==> src/include/cvt_defs.svh <==
`ifndef CVT_DEFS_SVH
`define CVT_DEFS_SVH

// integer operand width
`define CVT_INT_W 32

// single precision format
`define FP_EXP_W 8
`define FP_FRAC_W 23
`define FP_BIAS 127

// output fifo entries
`define CVT_FIFO_DEPTH 4

`endif

==> src/design/fp_pkg.sv <==
`default_nettype none

`include "cvt_defs.svh"

package fp_pkg;

    // rounding mode codes, 5..7 are unused and fold into RNE
    typedef enum logic [2:0] {
        RNE = 3'd0,  // nearest, ties to even
        RTZ = 3'd1,  // toward zero
        RDN = 3'd2,  // toward -inf
        RUP = 3'd3,  // toward +inf
        RMM = 3'd4   // nearest, ties away
    } round_mode_e;

    // ieee-754 single precision fields, msb first
    typedef struct packed {
        logic                  sign;
        logic [`FP_EXP_W-1:0]  exponent;
        logic [`FP_FRAC_W-1:0] fraction;
    } fp32_fields_t;

    // result word, seen either as raw bits or as fields
    typedef union packed {
        logic [`FP_EXP_W+`FP_FRAC_W:0] raw;
        fp32_fields_t                  fields;
    } fp32_word_u;

endpackage

`default_nettype wire

==> src/design/cvt_pkg.sv <==
`default_nettype none

`include "cvt_defs.svh"

package cvt_pkg;

    // request as it arrives from outside
    typedef struct packed {
        logic [`CVT_INT_W-1:0] operand;
        logic                  is_signed;
        fp_pkg::round_mode_e   rm;
    } cvt_req_t;

    // sign/magnitude form after the input register
    typedef struct packed {
        logic                  sign;
        logic [`CVT_INT_W-1:0] magnitude;
        fp_pkg::round_mode_e   rm;
    } cvt_mag_t;

    // normalized operand, exponent already biased
    typedef struct packed {
        logic                   sign;
        logic                   zero;
        logic [`FP_EXP_W-1:0]   exponent;
        logic [`FP_FRAC_W:0]    mant;    // hidden one at the top
        logic                   guard;
        logic                   sticky;
        fp_pkg::round_mode_e    rm;
    } cvt_norm_t;

    typedef struct packed {
        fp_pkg::fp32_word_u result;
        logic               inexact;
    } cvt_rsp_t;

endpackage

`default_nettype wire

==> src/design/cvt_in_stage.sv <==
`timescale 1ns/1ps
`default_nettype none

`include "cvt_defs.svh"

module cvt_in_stage (
    input  logic              clk,
    input  logic              rst,
    input  logic              in_valid,
    output logic              in_ready,
    input  cvt_pkg::cvt_req_t in_req,
    output logic              mag_valid,
    input  logic              mag_ready,
    output cvt_pkg::cvt_mag_t mag
);

    logic                  neg;
    logic [`CVT_INT_W-1:0] abs_val;
    fp_pkg::round_mode_e   rm_fix;
    logic                  take;

    // register is free when empty or being drained this cycle
    assign in_ready = !mag_valid || mag_ready;
    assign take     = in_valid && in_ready;

    assign neg = in_req.is_signed && in_req.operand[`CVT_INT_W-1];

    // two's complement negate, 0x80000000 stays 0x80000000 = 2^31
    assign abs_val = neg ? (~in_req.operand + 1'b1) : in_req.operand;

    always_comb begin
        if (in_req.rm > fp_pkg::RMM) begin
            rm_fix = fp_pkg::RNE;  // spare codes behave as nearest even
        end else begin
            rm_fix = in_req.rm;
        end
    end

    always_ff @(posedge clk) begin
        if (!rst) begin
            mag_valid <= 1'b0;
        end else if (take) begin
            mag_valid <= 1'b1;
        end else if (mag_ready) begin
            mag_valid <= 1'b0;
        end
    end

    always_ff @(posedge clk) begin
        if (take) begin
            mag.sign      <= neg;
            mag.magnitude <= abs_val;
            mag.rm        <= rm_fix;
        end
    end

    // upstream must hold the request while it is stalled
    a_req_stable: assert property (@(posedge clk) disable iff (!rst)
        (in_valid && !in_ready) |=> $stable(in_req))
        else $error("in_req changed while waiting for in_ready");

endmodule

`default_nettype wire

==> src/design/cvt_normalize.sv <==
`timescale 1ns/1ps
`default_nettype none

`include "cvt_defs.svh"

module cvt_normalize (
    input  logic               clk,
    input  logic               rst,
    input  logic               mag_valid,
    output logic               mag_ready,
    input  cvt_pkg::cvt_mag_t  mag,
    output logic               norm_valid,
    input  logic               norm_ready,
    output cvt_pkg::cvt_norm_t norm
);

    localparam int IW = `CVT_INT_W;
    localparam int EW = `FP_EXP_W;
    localparam int MW = `FP_FRAC_W + 1;  // mantissa with hidden one
    localparam int LW = $clog2(IW);
    localparam int GB = IW - MW - 1;     // guard bit position after the shift

    logic [LW-1:0]      lead;
    logic [LW-1:0]      sh_amt;
    logic [IW-1:0]      shifted;
    cvt_pkg::cvt_norm_t nxt;
    logic               take;

    assign mag_ready = !norm_valid || norm_ready;
    assign take      = mag_valid && mag_ready;

    // priority search, highest set bit wins
    always_comb begin
        lead = '0;
        for (int i = 0; i < IW; i++) begin
            if (mag.magnitude[i]) begin
                lead = LW'(i);
            end
        end
    end

    assign sh_amt  = LW'(IW - 1) - lead;
    assign shifted = mag.magnitude << sh_amt;  // leading one lands on the msb

    always_comb begin
        nxt      = '0;
        nxt.sign = mag.sign;
        nxt.rm   = mag.rm;
        if (mag.magnitude == '0) begin
            nxt.zero = 1'b1;  // exponent and mantissa stay clear
        end else begin
            nxt.exponent = EW'(`FP_BIAS) + EW'(lead);
            nxt.mant     = shifted[IW-1 -: MW];
            nxt.guard    = shifted[GB];
            nxt.sticky   = |shifted[GB-1:0];
        end
    end

    always_ff @(posedge clk) begin
        if (!rst) begin
            norm_valid <= 1'b0;
        end else if (take) begin
            norm_valid <= 1'b1;
        end else if (norm_ready) begin
            norm_valid <= 1'b0;
        end
    end

    always_ff @(posedge clk) begin
        if (take) begin
            norm <= nxt;
        end
    end

    // a nonzero operand always leaves with the hidden one in place
    a_mant_normal: assert property (@(posedge clk) disable iff (!rst)
        (norm_valid && !norm.zero) |-> norm.mant[MW-1])
        else $error("normalized mantissa lost its leading one");

endmodule

`default_nettype wire

==> src/design/cvt_round.sv <==
`timescale 1ns/1ps
`default_nettype none

`include "cvt_defs.svh"

module cvt_round (
    input  logic               clk,
    input  logic               rst,
    input  logic               norm_valid,
    output logic               norm_ready,
    input  cvt_pkg::cvt_norm_t norm,
    output logic               rsp_valid,
    input  logic               rsp_ready,
    output cvt_pkg::cvt_rsp_t  rsp
);

    localparam int EW = `FP_EXP_W;
    localparam int FW = `FP_FRAC_W;
    localparam int MW = FW + 1;

    logic               lost;      // any bit dropped below the mantissa
    logic               inc;
    logic [MW:0]        mant_sum;  // one spare bit for the carry
    logic               carry;
    fp_pkg::fp32_word_u res;
    logic               take;

    assign norm_ready = !rsp_valid || rsp_ready;
    assign take       = norm_valid && norm_ready;

    assign lost = norm.guard | norm.sticky;

    always_comb begin
        case (norm.rm)
            fp_pkg::RTZ: inc = 1'b0;
            fp_pkg::RDN: inc = norm.sign & lost;   // away from zero on negatives
            fp_pkg::RUP: inc = ~norm.sign & lost;
            fp_pkg::RMM: inc = norm.guard;         // ties go up in magnitude
            default: begin
                // nearest even, a tie only bumps an odd mantissa
                inc = norm.guard & (norm.sticky | norm.mant[0]);
            end
        endcase
    end

    assign mant_sum = {1'b0, norm.mant} + {{MW{1'b0}}, inc};
    assign carry    = mant_sum[MW];

    // pack through the field view
    always_comb begin
        if (norm.zero) begin
            res.raw = '0;
        end else begin
            res.fields.sign     = norm.sign;
            res.fields.exponent = norm.exponent + EW'(carry);
            if (carry) begin
                res.fields.fraction = '0;  // 1.111.. rolled over to 10.000..
            end else begin
                res.fields.fraction = mant_sum[FW-1:0];
            end
        end
    end

    always_ff @(posedge clk) begin
        if (!rst) begin
            rsp_valid <= 1'b0;
        end else if (take) begin
            rsp_valid <= 1'b1;
        end else if (rsp_ready) begin
            rsp_valid <= 1'b0;
        end
    end

    always_ff @(posedge clk) begin
        if (take) begin
            rsp.result  <= res;
            rsp.inexact <= lost;
        end
    end

    // 32-bit integers span 2^0 .. 2^32 after rounding
    a_exp_range: assert property (@(posedge clk) disable iff (!rst)
        (rsp_valid && rsp.result.raw != '0) |->
            (rsp.result.fields.exponent >= EW'(`FP_BIAS)) &&
            (rsp.result.fields.exponent <= EW'(`FP_BIAS + `CVT_INT_W)))
        else $error("result exponent outside the integer range");

endmodule

`default_nettype wire

==> src/design/cvt_out_fifo.sv <==
`timescale 1ns/1ps
`default_nettype none

`include "cvt_defs.svh"

module cvt_out_fifo #(
    parameter int DEPTH = `CVT_FIFO_DEPTH
) (
    input  logic              clk,
    input  logic              rst,
    input  logic              wr_valid,
    output logic              wr_ready,
    input  cvt_pkg::cvt_rsp_t wr_rsp,
    output logic              out_valid,
    input  logic              out_ready,
    output cvt_pkg::cvt_rsp_t out_rsp
);

    localparam int PW = (DEPTH > 1) ? $clog2(DEPTH) : 1;
    localparam int CW = $clog2(DEPTH + 1);

    cvt_pkg::cvt_rsp_t mem [DEPTH];
    logic [PW-1:0]     wr_ptr;
    logic [PW-1:0]     rd_ptr;
    logic [CW-1:0]     count;      // entries still in the buffer
    logic [CW:0]       occupancy;  // buffer plus the head register
    logic              push;
    logic              load;

    function automatic logic [PW-1:0] ptr_next(input logic [PW-1:0] p);
        return (p == PW'(DEPTH - 1)) ? '0 : p + 1'b1;
    endfunction

    assign occupancy = {1'b0, count} + {{CW{1'b0}}, out_valid};
    assign wr_ready  = occupancy < (CW+1)'(DEPTH);
    assign push      = wr_valid && wr_ready;
    assign load      = (count != '0) && (!out_valid || out_ready);  // refill head

    always_ff @(posedge clk) begin
        if (!rst) begin
            wr_ptr    <= '0;
            rd_ptr    <= '0;
            count     <= '0;
            out_valid <= 1'b0;
        end else begin
            if (push) wr_ptr <= ptr_next(wr_ptr);
            if (load) begin
                rd_ptr    <= ptr_next(rd_ptr);
                out_valid <= 1'b1;
            end else if (out_ready) begin
                out_valid <= 1'b0;
            end
            count <= count + CW'(push) - CW'(load);  // push and pop can coincide
        end
    end

    always_ff @(posedge clk) begin
        if (push) mem[wr_ptr] <= wr_rsp;
        if (load) out_rsp <= mem[rd_ptr];
    end

    a_no_overflow: assert property (@(posedge clk) disable iff (!rst)
        occupancy <= (CW+1)'(DEPTH))
        else $error("output fifo holds more than DEPTH entries");

    // an empty buffer has both pointers on the same slot
    a_no_underflow: assert property (@(posedge clk) disable iff (!rst)
        (count == '0) |-> (wr_ptr == rd_ptr))
        else $error("output fifo read pointer passed the write pointer");

endmodule

`default_nettype wire

==> src/design/cvt_top.sv <==
`timescale 1ns/1ps
`default_nettype none

`include "cvt_defs.svh"

module cvt_top (
    input  logic              clk,
    input  logic              rst,
    input  logic              in_valid,
    output logic              in_ready,
    input  cvt_pkg::cvt_req_t in_req,
    output logic              out_valid,
    input  logic              out_ready,
    output cvt_pkg::cvt_rsp_t out_rsp
);

    logic               mag_valid;
    logic               mag_ready;
    cvt_pkg::cvt_mag_t  mag;
    logic               norm_valid;
    logic               norm_ready;
    cvt_pkg::cvt_norm_t norm;
    logic               rsp_valid;
    logic               rsp_ready;  // fifo not full
    cvt_pkg::cvt_rsp_t  rsp;

    cvt_in_stage u_in_stage (
        .clk       (clk),
        .rst       (rst),
        .in_valid  (in_valid),
        .in_ready  (in_ready),
        .in_req    (in_req),
        .mag_valid (mag_valid),
        .mag_ready (mag_ready),
        .mag       (mag)
    );

    cvt_normalize u_normalize (
        .clk        (clk),
        .rst        (rst),
        .mag_valid  (mag_valid),
        .mag_ready  (mag_ready),
        .mag        (mag),
        .norm_valid (norm_valid),
        .norm_ready (norm_ready),
        .norm       (norm)
    );

    cvt_round u_round (
        .clk        (clk),
        .rst        (rst),
        .norm_valid (norm_valid),
        .norm_ready (norm_ready),
        .norm       (norm),
        .rsp_valid  (rsp_valid),
        .rsp_ready  (rsp_ready),
        .rsp        (rsp)
    );

    cvt_out_fifo #(
        .DEPTH (`CVT_FIFO_DEPTH)
    ) u_out_fifo (
        .clk       (clk),
        .rst       (rst),
        .wr_valid  (rsp_valid),
        .wr_ready  (rsp_ready),
        .wr_rsp    (rsp),
        .out_valid (out_valid),
        .out_ready (out_ready),
        .out_rsp   (out_rsp)
    );

endmodule

`default_nettype wire

==> config.mk <==
export PLATFORM = sky130hd
export DESIGN_NAME = cvt_top
export DESIGN_NICKNAME = d
export VERILOG_FILES = /design/src/design/fp_pkg.sv /design/src/design/cvt_pkg.sv /design/src/design/cvt_in_stage.sv /design/src/design/cvt_normalize.sv /design/src/design/cvt_round.sv /design/src/design/cvt_out_fifo.sv /design/src/design/cvt_top.sv
export VERILOG_INCLUDE_DIRS = /design/src /design/src/include
export SDC_FILE = /design/constraint.sdc
export NUM_CORES = 1
export LEC_CHECK = 0
export BUFFER_PORTS_ARGS = -buffer_cell sky130_fd_sc_hd__clkbuf_2
export CELL_PAD_IN_SITES_DETAIL_PLACEMENT = 1
export CELL_PAD_IN_SITES_GLOBAL_PLACEMENT = 1
export CORE_ASPECT_RATIO = 1.4
export CORE_MARGIN = 3
export CORE_UTILIZATION = 55
export CTS_CLUSTER_SIZE = 25
export DETAILED_ROUTE_END_ITERATION = 8
export PLACE_DENSITY = 0.91
export SETUP_SLACK_MARGIN = 0.02
export SYNTH_ARGS = -nofsm -noshare
export SYNTH_HDL_FRONTEND = slang
export SYNTH_SLANG_ARGS = --single-unit
==> constraint.sdc <==
create_clock -name clk -period 10.1 [get_ports clk]
set_clock_uncertainty 0.15 [all_clocks]
set_input_delay 0 -clock clk [delete_from_list [all_inputs] [get_ports clk]]
set_output_delay 0 -clock clk [all_outputs]
set_load 0.1 [all_outputs]
==> results.sh <==
export IMPL_clk_pin_slew_ns=0.07
export IMPL_cp_required_ns=10.21
export IMPL_p_switching_mw=1.403
export IMPL_cellLeakagePower_nw=5.380
export IMPL_row_count=66
export IMPL_n_antenna_cell=0
export IMPL_multi_input_area_um2=4417
export IMPL_cap_violations=0
export IMPL_grt_setup_unrepaired="false"
export IMPL_async_reset_ff_share_pct=0
export IMPL_status="finished, final reports clean"
export IMPL_synth_edf_count=273
export IMPL_hp_class="in -> reg"
export IMPL_slowest_stage="edfxtp_1"
export IMPL_dp_hpwl_um=22850
export IMPL_p_int_mw=2.338
export IMPL_worst_pin_slew_ns=1.136
export IMPL_ff_latch_area_um2=8421
export IMPL_stdcell_area_um2=15270
export IMPL_drive_gt1_share_pct=17.47
export IMPL_crit_path_end_kind="flop"
export IMPL_fmax_ghz=0.2294
export IMPL_cts_buffers=26
export IMPL_antenna_found_initial=0
export IMPL_die_area_um2=25720
export IMPL_p_per_area_nw_per_um2=245.0
export IMPL_io_pin_count=75
export IMPL_dr_first_iter_drc_count=613
export IMPL_cts_root_buf="clkbuf_16"
export IMPL_period_share_pct=43.16
export IMPL_synth_main_ff_cell="edfxtp_1"
export IMPL_wl_per_cell_um=26.58
export IMPL_ys_ff_latch=284
export IMPL_syn_cell_area_um2=13090
export IMPL_cp_buffers_inverters=0
export IMPL_tns_ns=0
export IMPL_ctsLongestPathBuffers=3
export IMPL_dpl_cell_area_um2=13780
export IMPL_p_clk_share_pct=26.4
export IMPL_numPortBuffers=74
export IMPL_switching_share_pct=37.51
export IMPL_drc=0
export IMPL_vdd_drop_max_uv=292.6
export IMPL_drt_total_wl_um=36900
export IMPL_start_util_pct=56.03
export IMPL_htreeDepth=1
export IMPL_core_area_um2=23370
export IMPL_crit_family="simple AND/OR/NAND/NOR gates"
export IMPL_ant_nets=0
export IMPL_power_total_mw=3.741
export IMPL_syn_inst=920
export IMPL_grt_pass1_vias=9550
export IMPL_synth_cell_types=75
export IMPL_syn_num_nets=975
export IMPL_cts_tree="yes"
export IMPL_grt_pass1_wl_um=57220
export IMPL_viasPerCell=6.269
export IMPL_nFillCells=2176
export IMPL_post_cts_resized=0
export IMPL_crit_type="reg -> reg"
export IMPL_max_slew_margin_rel_pct=24.09
export IMPL_slew_viol_final=0
export IMPL_setup_violations=0
export IMPL_arrival_ns=4.47
export IMPL_place_congestion=0.9267
export IMPL_final_cell_mix="edfxtp_1 (273), nor2_1 (81), clkbuf_2 (74)"
export IMPL_yosysWarnings=0
export IMPL_dr_pass1_iters=5
export IMPL_die_h_um=188.6
export IMPL_final_common_cell="edfxtp_1"
export IMPL_grt_max_degree=40
export IMPL_seqPwrFrac_pct=42.1
export IMPL_holdWs_ns=0.1023
export IMPL_combPwrFrac_pct=31.5
export IMPL_slowest_delay_ns=0.47
export IMPL_syn_area_per_cell_um2=14.23
export IMPL_crit_path_cell_trace="nor3_1 > o31ai_1 > a32o_1 > ha_1 > ha_1 > and3_1 > nand3_1 > nor2_1 > nand2_1 > nor4_1 > ha_1 > and3_1 > nand3_1 > xor2_1 > nor2_1"
export IMPL_nets=1118
export IMPL_ys_seq_area_share_pct=64.29
export IMPL_crit_top_cell="ha_1"
export IMPL_area_delta_synth_final_pct=16.62
export IMPL_grtUsageTotal_pct=29.38
export IMPL_finalHoldViolCount=0
export IMPL_cts_sinks=284
export IMPL_die_w_um=136.4
export IMPL_start_kind="flop"
export IMPL_crit_fanout=6
export IMPL_clock_latency_ns=0.54
export IMPL_finalCriticalPeriod_ns=4.359
export IMPL_overflow=0
export IMPL_vias=8702
## sequential cells by signal, indices dropped and copies added (netlist names)
name / count
u_out_fifo.mem: 132
u_normalize.norm: 39
u_in_stage.mag: 36
u_out_fifo.out_rsp: 33
u_round.rsp: 33
u_out_fifo.count: 3
u_out_fifo.rd_ptr: 2
u_out_fifo.wr_ptr: 2
u_in_stage.mag_valid: 1
u_normalize.norm_valid: 1
u_out_fifo.out_valid: 1
u_round.rsp_valid: 1
## logic make-up after synthesis
| group | share of synthesized area [%] |
|---|---|
| and+or+nand+nor | 10.01 |
| DFF | 64.29 |
| muxes | 11.21 |
| AOI/OAI and AO/OA | 6.890 |
| adders and majority gates | 1.491 |
| buffers and inverters | 2.226 |
| xor gates and xnor gates | 3.880 |
## layout make-up
| type | instances | area share, % |
|---|---|---|
| clock buffer | 36 | 4.843 |
| tap | 306 | 2.507 |
| inverter | 28 | 0.6883 |
| multi-input combinational | 574 | 28.93 |
| clock inverter | 11 | 0.7293 |
| sequential | 284 | 55.15 |
| timing repair buffer | 149 | 7.162 |
## Yosys cell counts, types with 4 or more instances
master | instances | area share [%]
mux4_2 | 34 | 5.8
mux2_2 | 6 | 0.52
nand2b_1 | 6 | 0.29
o221ai_1 | 6 | 0.40
or4_1 | 4 | 0.23
nor3_1 | 18 | 0.69
mux2i_1 | 62 | 4.7
dfxtp_1 | 11 | 1.7
o31ai_1 | 6 | 0.34
o211ai_1 | 8 | 0.46
or2_2 | 4 | 0.19
nor4_1 | 9 | 0.43
o21ai_0 | 21 | 0.80
nor2_1 | 81 | 2.3
a22oi_1 | 4 | 0.23
nor2b_1 | 15 | 0.72
buf_2 | 7 | 0.27
nand3_1 | 19 | 0.73
and2_1 | 15 | 0.72
xor2_1 | 31 | 2.1
or3_1 | 6 | 0.29
xnor2_1 | 27 | 1.8
a31oi_1 | 4 | 0.19
ha_1 | 14 | 1.3
inv_1 | 25 | 0.72
buf_1 | 5 | 0.14
a21boi_0 | 4 | 0.23
and3_1 | 14 | 0.67
o22ai_1 | 6 | 0.29
edfxtp_1 | 273 | 63
clkbuf_1 | 16 | 0.46
a21oi_1 | 35 | 1.3
nand2_1 | 61 | 1.7
## metal layers
layer	wire, um	up-vias	GRT usage, %
met2	19940	374	54.73
met5	0	-	0
met1	13040	4386	32.35
met4	2255	0	14.74
met3	1660	147	3.632
li1	-	3795	-
## worst reg2reg max path, stage by stage, from the launching register on
cell      delay, ns
edfxtp_1       0.47
nor3_1         0.10
o31ai_1        0.23
a32o_1         0.19
ha_1           0.24
ha_1           0.29
and3_1         0.26
nand3_1        0.23
nor2_1         0.30
nand2_1        0.24
nor4_1         0.46
ha_1           0.27
and3_1         0.26
nand3_1        0.13
xor2_1         0.18
nor2_1         0.08
## power groups by stage
stage / registers [mW] / clock network [mW] / logic (mW)
final: 1.58 / 0.987 / 1.18
after global routing: 1.59 / 1.05 / 1.24
after CTS: 1.57 / 0.996 / 1.18
after detailed placement: 1.59 / 0 / 1.14
after global placement: 1.58 / 0 / 1.10
after floorplan: 2.07 / 0 / 0.424
## worst paths after layout
path | end | start | slack, ns | depth (start not counted)
setup / recovery | u_round.rsp[29] | u_normalize.norm[3] | 5.74 | 15
hold / removal | u_in_stage.mag[3] | in_req[4] | 0.10 | 2
setup reg to reg | u_round.rsp[29] | u_normalize.norm[3] | 5.74 | 15
hold reg to reg | u_normalize.norm[0] | u_in_stage.mag[0] | 0.27 | 0
## timing repair
action / CTS / global route
buffers inserted: 0 / 0
hold endpoints to repair: 82 / 0
hold buffers: 64 / 0
## metrics by stage
stage	setup slack [ns]	utilization [%]	cells
6_report	5.741	65.34	1388
5_1_grt	5.445	65.34	1388
4_1_cts	5.798	65.34	1388
3_5_place_dp	6.072	58.96	1277
3_3_place_gp	6.325	58.96	1277
2_1_floorplan	5.854	-	920
(Power assumes the default switching activity.)
